## src/hdl/mul_geom_pkg.sv

```systemverilog
//////////////////////////////////////////////////
// multiplier geometry
// word, lane and product widths
// lane word union, product and partial product types
//////////////////////////////////////////////////

package mul_geom_pkg;

	localparam int word_width = 32;
	localparam int byte_lanes = 4;
	localparam int product_width = 64;

	// one operand or result word, seen as bytes for sew 8
	// and as halfwords for sew 16
	typedef union packed {
		logic [byte_lanes-1:0][7:0] bytes;
		logic [word_width/16-1:0][15:0] halves;
	} lane_word_u;

	// double width vector, also used for carry-save rows
	typedef logic [product_width-1:0] product_vec_t;

	// [operand_1 byte][operand_2 byte]
	typedef logic [byte_lanes-1:0][byte_lanes-1:0][15:0] pp_array_t;

endpackage

```

## src/hdl/mul_ctrl_pkg.sv

```systemverilog
//////////////////////////////////////////////////
// multiplier control
// element width encoding and per-lane flag type
//////////////////////////////////////////////////

package mul_ctrl_pkg;

	localparam int sew_bits = 2;

	// code 2'b11 is not a legal element width
	typedef enum logic [sew_bits-1:0] {
		sew_8 = 2'b00,
		sew_16 = 2'b01,
		sew_32 = 2'b10
	} sew_e;

	// one flag per byte lane
	// a 16 or 32 bit lane repeats its flag in every byte
	typedef logic [mul_geom_pkg::byte_lanes-1:0] lane_flags_t;

endpackage

```

## src/hdl/mul_operand_if.sv

```systemverilog
//////////////////////////////////////////////////
// conditioned operands and lane control
// from operand conditioning to the product array
//////////////////////////////////////////////////

interface mul_operand_if (
	input logic clk,
	input logic rst
);

	mul_geom_pkg::lane_word_u mag_1;
	mul_geom_pkg::lane_word_u mag_2;
	mul_ctrl_pkg::sew_e sew;
	logic high;
	mul_ctrl_pkg::lane_flags_t lane_negate;

	modport src (
		input clk,
		input rst,
		output mag_1,
		output mag_2,
		output sew,
		output high,
		output lane_negate
	);

	modport dst (input mag_1, input mag_2, input sew, input high, input lane_negate);

endinterface

```

## src/hdl/carry_save_reduce.sv

```systemverilog
//////////////////////////////////////////////////
// partial product alignment per element width
// 4:2 carry-save tree down to sum and carry
//////////////////////////////////////////////////

module carry_save_reduce (
	input mul_geom_pkg::pp_array_t products,
	input mul_ctrl_pkg::sew_e sew,
	output mul_geom_pkg::product_vec_t sum,
	output mul_geom_pkg::product_vec_t carry
);

	mul_geom_pkg::product_vec_t aligned [mul_geom_pkg::byte_lanes*mul_geom_pkg::byte_lanes];
	mul_geom_pkg::product_vec_t row_1 [8];
	mul_geom_pkg::product_vec_t row_2 [4];

	// both bytes inside the same element for this sew
	function automatic logic same_lane(input int i, input int j, input mul_ctrl_pkg::sew_e s);
		case (s)
			mul_ctrl_pkg::sew_8: return i == j;
			mul_ctrl_pkg::sew_16: return (i / 2) == (j / 2);
			default: return 1'b1;
		endcase
	endfunction

	// two 3:2 layers, four rows in and two rows out
	function automatic void csa_4_2(
		input mul_geom_pkg::product_vec_t a,
		input mul_geom_pkg::product_vec_t b,
		input mul_geom_pkg::product_vec_t c,
		input mul_geom_pkg::product_vec_t d,
		output mul_geom_pkg::product_vec_t s,
		output mul_geom_pkg::product_vec_t co
	);
		mul_geom_pkg::product_vec_t s_1;
		mul_geom_pkg::product_vec_t c_1;
		s_1 = a ^ b ^ c;
		c_1 = ((a & b) | (a & c) | (b & c)) << 1;
		s = s_1 ^ c_1 ^ d;
		co = ((s_1 & c_1) | (s_1 & d) | (c_1 & d)) << 1;
	endfunction

	genvar i, j;
	generate
		for (i = 0; i < mul_geom_pkg::byte_lanes; i++) begin : g_row
			for (j = 0; j < mul_geom_pkg::byte_lanes; j++) begin : g_col
				// lane base (2x lane width) plus 8x the byte offsets is just 8*(i+j)
				assign aligned[mul_geom_pkg::byte_lanes*i+j] = same_lane(i, j, sew) ?
					mul_geom_pkg::product_vec_t'(products[i][j]) << (8 * (i + j)) : '0;
			end
		end
	endgenerate

	//////////////////////////////////////////////////
	// 16 -> 8 -> 4 -> 2
	//////////////////////////////////////////////////

	always_comb begin
		for (int k = 0; k < 4; k++) begin
			csa_4_2(aligned[4*k], aligned[4*k+1], aligned[4*k+2], aligned[4*k+3],
				row_1[2*k], row_1[2*k+1]);
		end
		for (int k = 0; k < 2; k++) begin
			csa_4_2(row_1[4*k], row_1[4*k+1], row_1[4*k+2], row_1[4*k+3],
				row_2[2*k], row_2[2*k+1]);
		end
		csa_4_2(row_2[0], row_2[1], row_2[2], row_2[3], sum, carry);
	end

endmodule

```

## src/hdl/carry_select_adder.sv

```systemverilog
//////////////////////////////////////////////////
// 64 bit carry-select adder
// 8 bit blocks, both carry-in versions above block 0
//////////////////////////////////////////////////

module carry_select_adder (
	input mul_geom_pkg::product_vec_t operand_1,
	input mul_geom_pkg::product_vec_t operand_2,
	output mul_geom_pkg::product_vec_t result
);

	logic [8:0] sum_c0 [mul_geom_pkg::product_width/8];
	logic [8:0] sum_c1 [mul_geom_pkg::product_width/8-1:1];
	logic [mul_geom_pkg::product_width/8:0] carry;

	// adder carry-in is tied low
	assign carry[0] = 1'b0;

	genvar b;
	generate
		for (b = 0; b < mul_geom_pkg::product_width / 8; b++) begin : g_block
			assign sum_c0[b] = {1'b0, operand_1[8*b +: 8]} + {1'b0, operand_2[8*b +: 8]};
			if (b == 0) begin : g_low
				assign {carry[1], result[7:0]} = sum_c0[0];
			end
			else begin : g_sel
				assign sum_c1[b] = {1'b0, operand_1[8*b +: 8]} +
					{1'b0, operand_2[8*b +: 8]} + 9'd1;
				// chosen carry of the block below picks the version
				assign {carry[b+1], result[8*b +: 8]} = carry[b] ? sum_c1[b] : sum_c0[b];
			end
		end
	endgenerate

endmodule

```

## src/hdl/lane_result_select.sv

```systemverilog
//////////////////////////////////////////////////
// per-lane negation and half select
// output register of the multiplier
//////////////////////////////////////////////////

module lane_result_select (
	input logic clk,
	input logic rst,
	input mul_geom_pkg::product_vec_t full,
	input mul_ctrl_pkg::sew_e sew,
	input logic high,
	input mul_ctrl_pkg::lane_flags_t negate,
	output mul_geom_pkg::lane_word_u result
);

	logic [mul_geom_pkg::byte_lanes-1:0][15:0] lane_16;
	logic [mul_geom_pkg::byte_lanes/2-1:0][31:0] lane_32;
	mul_geom_pkg::product_vec_t lane_64;
	mul_geom_pkg::lane_word_u next_word;

	// each product lane is negated on its own, no borrow crosses a lane
	always_comb begin
		lane_16 = full;
		lane_32 = full;
		lane_64 = full;
		for (int b = 0; b < mul_geom_pkg::byte_lanes; b++) begin
			if (negate[b])
				lane_16[b] = ~full[16*b +: 16] + 16'd1;
		end
		for (int h = 0; h < mul_geom_pkg::byte_lanes / 2; h++) begin
			if (negate[2*h])
				lane_32[h] = ~full[32*h +: 32] + 32'd1;
		end
		if (negate[0])
			lane_64 = ~full + 64'd1;
	end

	always_comb begin
		next_word = '0;
		case (sew)
			mul_ctrl_pkg::sew_8: begin
				for (int b = 0; b < mul_geom_pkg::byte_lanes; b++) begin
					next_word.bytes[b] = high ? lane_16[b][15:8] : lane_16[b][7:0];
				end
			end
			mul_ctrl_pkg::sew_16: begin
				for (int h = 0; h < mul_geom_pkg::byte_lanes / 2; h++) begin
					next_word.halves[h] = high ? lane_32[h][31:16] : lane_32[h][15:0];
				end
			end
			mul_ctrl_pkg::sew_32: next_word = high ? lane_64[63:32] : lane_64[31:0];
			default: next_word = '0;
		endcase
	end

	always_ff @(posedge clk or posedge rst) begin
		if (rst)
			result <= '0;
		else
			result <= next_word;
	end

	// flags were replicated in operand conditioning two stages back
	a_flags_16: assert property (@(posedge clk) disable iff (rst)
		(sew == mul_ctrl_pkg::sew_16) |-> (negate[0] == negate[1]) && (negate[2] == negate[3]));
	a_flags_32: assert property (@(posedge clk) disable iff (rst)
		(sew == mul_ctrl_pkg::sew_32) |-> (negate == '0) || (negate == '1));

endmodule

```

## src/hdl/operand_condition.sv

```systemverilog
//////////////////////////////////////////////////
// operand conditioning
// per-lane magnitudes and result negate flags
//////////////////////////////////////////////////

module operand_condition (
	input mul_ctrl_pkg::sew_e sew,
	input logic sign,
	input logic diff,
	input logic high,
	input mul_geom_pkg::lane_word_u operand_1,
	input mul_geom_pkg::lane_word_u operand_2,
	mul_operand_if.src ops
);

	logic neg_1_en;
	logic neg_2_en;

	// product sign of one lane from the two operand sign bits
	function automatic logic lane_flip(input logic sgn, input logic mix, input logic s_1,
		input logic s_2);
		return sgn & (mix ? s_2 : (s_1 ^ s_2));
	endfunction

	// operand_1 is treated unsigned in mixed mode
	assign neg_1_en = sign & ~diff;
	assign neg_2_en = sign;

	assign ops.sew = sew;
	assign ops.high = high;

	always_comb begin
		ops.mag_1 = operand_1;
		ops.mag_2 = operand_2;
		ops.lane_negate = '0;
		case (sew)
			mul_ctrl_pkg::sew_8: begin
				for (int b = 0; b < mul_geom_pkg::byte_lanes; b++) begin
					if (neg_1_en && operand_1.bytes[b][7])
						ops.mag_1.bytes[b] = ~operand_1.bytes[b] + 8'd1;
					if (neg_2_en && operand_2.bytes[b][7])
						ops.mag_2.bytes[b] = ~operand_2.bytes[b] + 8'd1;
					ops.lane_negate[b] = lane_flip(sign, diff, operand_1.bytes[b][7],
						operand_2.bytes[b][7]);
				end
			end
			mul_ctrl_pkg::sew_16: begin
				for (int h = 0; h < 2; h++) begin
					if (neg_1_en && operand_1.halves[h][15])
						ops.mag_1.halves[h] = ~operand_1.halves[h] + 16'd1;
					if (neg_2_en && operand_2.halves[h][15])
						ops.mag_2.halves[h] = ~operand_2.halves[h] + 16'd1;
					ops.lane_negate[2*h +: 2] = {2{lane_flip(sign, diff,
						operand_1.halves[h][15], operand_2.halves[h][15])}};
				end
			end
			mul_ctrl_pkg::sew_32: begin
				if (neg_1_en && operand_1.halves[1][15])
					ops.mag_1 = ~operand_1 + 32'd1;
				if (neg_2_en && operand_2.halves[1][15])
					ops.mag_2 = ~operand_2 + 32'd1;
				ops.lane_negate = {mul_geom_pkg::byte_lanes{lane_flip(sign, diff,
					operand_1.halves[1][15], operand_2.halves[1][15])}};
			end
			default: ops.lane_negate = '0;
		endcase
	end

	a_sew_legal: assert property (@(posedge ops.clk) disable iff (ops.rst)
		sew inside {mul_ctrl_pkg::sew_8, mul_ctrl_pkg::sew_16, mul_ctrl_pkg::sew_32});

endmodule

```

## src/hdl/partial_product_array.sv

```systemverilog
//////////////////////////////////////////////////
// 8x8 partial product array
// first pipeline stage with aligned control
//////////////////////////////////////////////////

module partial_product_array (
	input logic clk,
	input logic rst,
	mul_operand_if.dst ops,
	output mul_geom_pkg::pp_array_t products,
	output mul_ctrl_pkg::sew_e sew_q,
	output logic high_q,
	output mul_ctrl_pkg::lane_flags_t negate_q
);

	mul_geom_pkg::pp_array_t products_d;

	// every byte of mag_1 times every byte of mag_2
	// cross-lane products are dropped later in the reduction
	always_comb begin
		for (int i = 0; i < mul_geom_pkg::byte_lanes; i++) begin
			for (int j = 0; j < mul_geom_pkg::byte_lanes; j++) begin
				products_d[i][j] = 16'(ops.mag_1.bytes[i]) * 16'(ops.mag_2.bytes[j]);
			end
		end
	end

	//////////////////////////////////////////////////
	// stage 1 register
	//////////////////////////////////////////////////

	always_ff @(posedge clk or posedge rst) begin
		if (rst) begin
			products <= '0;
			sew_q <= mul_ctrl_pkg::sew_8;
			high_q <= 1'b0;
			negate_q <= '0;
		end
		else begin
			products <= products_d;
			sew_q <= ops.sew;
			high_q <= ops.high;
			negate_q <= ops.lane_negate;
		end
	end

endmodule

```

## src/hdl/vmul_top.sv

```systemverilog
//////////////////////////////////////////////////
// packed-lane integer multiplier, top level
// two register stages, one operation per cycle
//////////////////////////////////////////////////

module vmul_top (
	input logic clk,
	input logic rst,
	input mul_ctrl_pkg::sew_e sew,
	input logic sign,
	input logic diff,
	input logic high,
	input mul_geom_pkg::lane_word_u operand_1,
	input mul_geom_pkg::lane_word_u operand_2,
	output mul_geom_pkg::lane_word_u result
);

	mul_geom_pkg::pp_array_t products;
	mul_ctrl_pkg::sew_e sew_q;
	logic high_q;
	mul_ctrl_pkg::lane_flags_t negate_q;
	mul_geom_pkg::product_vec_t csa_sum;
	mul_geom_pkg::product_vec_t csa_carry;
	mul_geom_pkg::product_vec_t full_sum;

	mul_operand_if ops_if (.clk(clk), .rst(rst));

	operand_condition operand_condition_i (
		.sew(sew),
		.sign(sign),
		.diff(diff),
		.high(high),
		.operand_1(operand_1),
		.operand_2(operand_2),
		.ops(ops_if)
	);

	partial_product_array partial_product_array_i (
		.clk(clk),
		.rst(rst),
		.ops(ops_if),
		.products(products),
		.sew_q(sew_q),
		.high_q(high_q),
		.negate_q(negate_q)
	);

	carry_save_reduce carry_save_reduce_i (
		.products(products),
		.sew(sew_q),
		.sum(csa_sum),
		.carry(csa_carry)
	);

	carry_select_adder carry_select_adder_i (
		.operand_1(csa_sum),
		.operand_2(csa_carry),
		.result(full_sum)
	);

	lane_result_select lane_result_select_i (
		.clk(clk),
		.rst(rst),
		.full(full_sum),
		.sew(sew_q),
		.high(high_q),
		.negate(negate_q),
		.result(result)
	);

endmodule

```

## config.mk

```make
export PLATFORM = sky130hd
export DESIGN_NAME = vmul_top
export DESIGN_NICKNAME = d
export VERILOG_FILES = /design/src/hdl/mul_geom_pkg.sv /design/src/hdl/mul_ctrl_pkg.sv /design/src/hdl/mul_operand_if.sv /design/src/hdl/carry_save_reduce.sv /design/src/hdl/carry_select_adder.sv /design/src/hdl/lane_result_select.sv /design/src/hdl/operand_condition.sv /design/src/hdl/partial_product_array.sv /design/src/hdl/vmul_top.sv
export SDC_FILE = /design/constraint.sdc
export NUM_CORES = 2
export LEC_CHECK = 0
export BUFFER_PORTS_ARGS = -buffer_cell sky130_fd_sc_hd__buf_2
export CAP_MARGIN = 10
export CORE_UTILIZATION = 55
export DETAILED_ROUTE_END_ITERATION = 12
export PLACE_DENSITY_LB_ADDON = 0.05
export SETUP_SLACK_MARGIN = 0.15
export SYNTH_ARGS = -nofsm -noshare
export SYNTH_HDL_FRONTEND = slang
export SYNTH_HIERARCHICAL = 1
export SYNTH_SLANG_ARGS = --single-unit
```

## constraint.sdc

```tcl
create_clock -name clk -period 18 [get_ports clk]
set_input_delay 0.9 -clock clk [delete_from_list [all_inputs] [get_ports clk]]
set_output_delay 0.9 -clock clk [all_outputs]
set_load 0.02 [all_outputs]
```

==> reports/metrics.cfg <==
[worst_setup_path]
cp_slowest_cell = nor4_1
crit_type = flip-flop to flip-flop
path_max_fanout = 89
arrival_ps = 11740
cp-start-kind = flip-flop
cp.required_ps = 18510
cp_common_cell = ha_1
slowest_delay_ps = 1030
cp-end-kind = flip-flop
reg2reg_slack_ps = 6770

[global_routing]
grt_use_total_pct = 31.4
grt_pass1_wl_mm = 281
grtUsageMet3_pct = 4.28
met1_usage_pct = 44.7
grt_start_max_net_pins = 109
antenna_found_initial = 14
grt_busiest_layer = met2
grt_pass1_vias = 49700
grtUsageMet2_pct = 49.7
grt_overflow_total = 0

[synth]
avgSynthCellArea_um2 = 8.80
ys_warn_count = 6
yosysMostFrequentCell = inv_1
synth-xor-area-share_pct = 5.46
synth_top_area_share_pct = 23.5
synth_fa_ha_area_share_pct = 41.3
ys_types = 109
yosys.area_share.simple_pct = 19.5
synth_area_um2 = 62000
synth_edf_count = 0
synth.area.mux_share_pct = 0.625
netlist_instances = 7048
synth-seq-area-share_pct = 11.9
ys_ff_latch = 295
synth_ff_type = dfrtp_1
synth-compound-area-share_pct = 11.6
synth_area_leaders = fa_1, ha_1, dfrtp_1
async_reset_ff_share_pct = 100
synth_top_family_by_area = adder cells
yosysTopAreaCell = fa_1
ys_top_cells_by_count = inv_1, and2_1, ha_1

[timing]
drv_slew = 0
tightest_slew_ps = 1270
relSlewSlack_pct = 14.5
rsz0062_at_grt = false
setup_tns_ps = 0
fin_crit_ps = 11230
finalSetupViolCount = 0
clock_skew_ps = 30.6
holdWs_ps = 415
finalCritPeriodShare_pct = 62.4
final-hold-violation-count = 0
fmax_mhz = 89.0

[cts]
cts_buffers = 40
clkSlewWorstSetupHoldPaths_ps = 60
ctsResizeCount = 0
hold_buffers = 0
cts_tree = done
post_cts_buffers = 0
insertion_delay_ps = 600
cts-root-buf = clkbuf_16
cts_buffer_depth = 3
htree_num_levels = 2
numClockSinks = 295

[drt]
dr.pass1.iters = 6
wire_per_inst_um = 20.6
drc = 0
routed-via-count = 48900
first_iter_violations = 3254
routed_via_density = 5.79
ant_nets = 0
wirelength_mm = 174

[finish]
area_growth_pct = 5.17
layout-drive-gt1-share_pct = 6.49
fin_util_pct = 58.6
nets = 8602

[floorplanning]
initial_core_util_pct = 55.8
die_h_um = 338
rows = 122
core_um2 = 111000
num_io_pins = 103
dieWidth_um = 338
dieArea_um2 = 114000

[place]
port_buffers = 102
dp_hpwl_mm = 133
routabilityCongestion = 0.968

[flow_run]
drv_cap = 0

[hold_path]
hold_class = input pin to flip-flop

[run_status]
outcome = completed

sequential cells by signal, indices dropped and copies added (netlist names):
| register | count |
|---|---|
| partial_product_array_i/sew_q | 2 |
| partial_product_array_i/negate_q | 4 |
| partial_product_array_i/high_q | 1 |
| partial_product_array_i/products | 256 |
| lane_result_select_i/result | 32 |
cell families (layout without fill, tap and decap cells):
group,count (synthesis),in the layout
other,1,24
muxes,37,37
adders and majority gates,1612,1612
DFF,295,295
buffers and inverters,1495,1379
AOI/OAI and AO/OA,1050,1050
xor gates and xnor gates,385,385
and+or+nand+nor,2173,2173
metrics by stage:
stage                     instances  area, µm²  worst slack, ps
final                          8443      65300             6770
after global routing           8439      65200             5940
after CTS                      8436      65200             6860
after detailed placement       8365      63800             6930
after global placement         8365      63800             7100
after floorplan                7064      62100             8670
worst paths after layout:
kind / endpoint / start / cells past startpoint
max: lane_result_select_i/result[30] / partial_product_array_i/sew_q[1] / 29
max in group asynchronous: partial_product_array_i/sew_q[1] / rst / 4
min: partial_product_array_i/high_q / high / 1
min in group asynchronous: lane_result_select_i/result[25] / rst / 3
max reg2reg: lane_result_select_i/result[30] / partial_product_array_i/sew_q[1] / 29
min reg2reg: lane_result_select_i/result[29] / partial_product_array_i/negate_q[2] / 4
cells in the final DEF (no fill, tap or decap), drive strengths merged, types with 63 or more instances in the layout:
cell type,synthesis,layout
nor3,115,115
dfrtp,295,295
ha,883,883
nor2,250,250
and2,956,956
o21ai,211,211
xor2,128,128
a211oi,81,81
nand3,63,63
a21oi,214,214
a21o,89,89
buf,84,194
inv,1113,1117
fa,729,729
xnor2,257,257
nand2,414,414
o21a,81,81
metal layers:
metal / up-vias / part of all wire, %
li1: 22700 / -
met1: 24300 / 46
met2: 1552 / 44
met3: 294 / 6.4
met4: 10 / 3.3
met5: - / 0.038
layout make-up:
| class | instances | area (µm²) |
|---|---|---|
| Antenna cell | 7 | 17.5 |
| Clock buffer | 46 | 1050 |
| Clock inverter | 25 | 370 |
| Fill cell | 9941 | 46000 |
| Inverter | 1114 | 4190 |
| Multi-Input combinational cell | 5274 | 49200 |
| Sequential cell | 295 | 7390 |
| Tap cell | 1488 | 1860 |
| Timing Repair Buffer | 194 | 1200 |
critical path: cells and delay by family (launching register included):
kind                       cells  cell delay, ps
AOI/OAI and AO/OA              8            1900
and+or+nand+nor                9            3440
muxes                          1             250
buffers and inverters          2            1450
xor gates and xnor gates       2             610
adders and majority gates      7            2680
DFF                            1             680
Power is not shown: default switching activity piles up to over one toggle a cycle in this logic, so the estimate is an artifact.
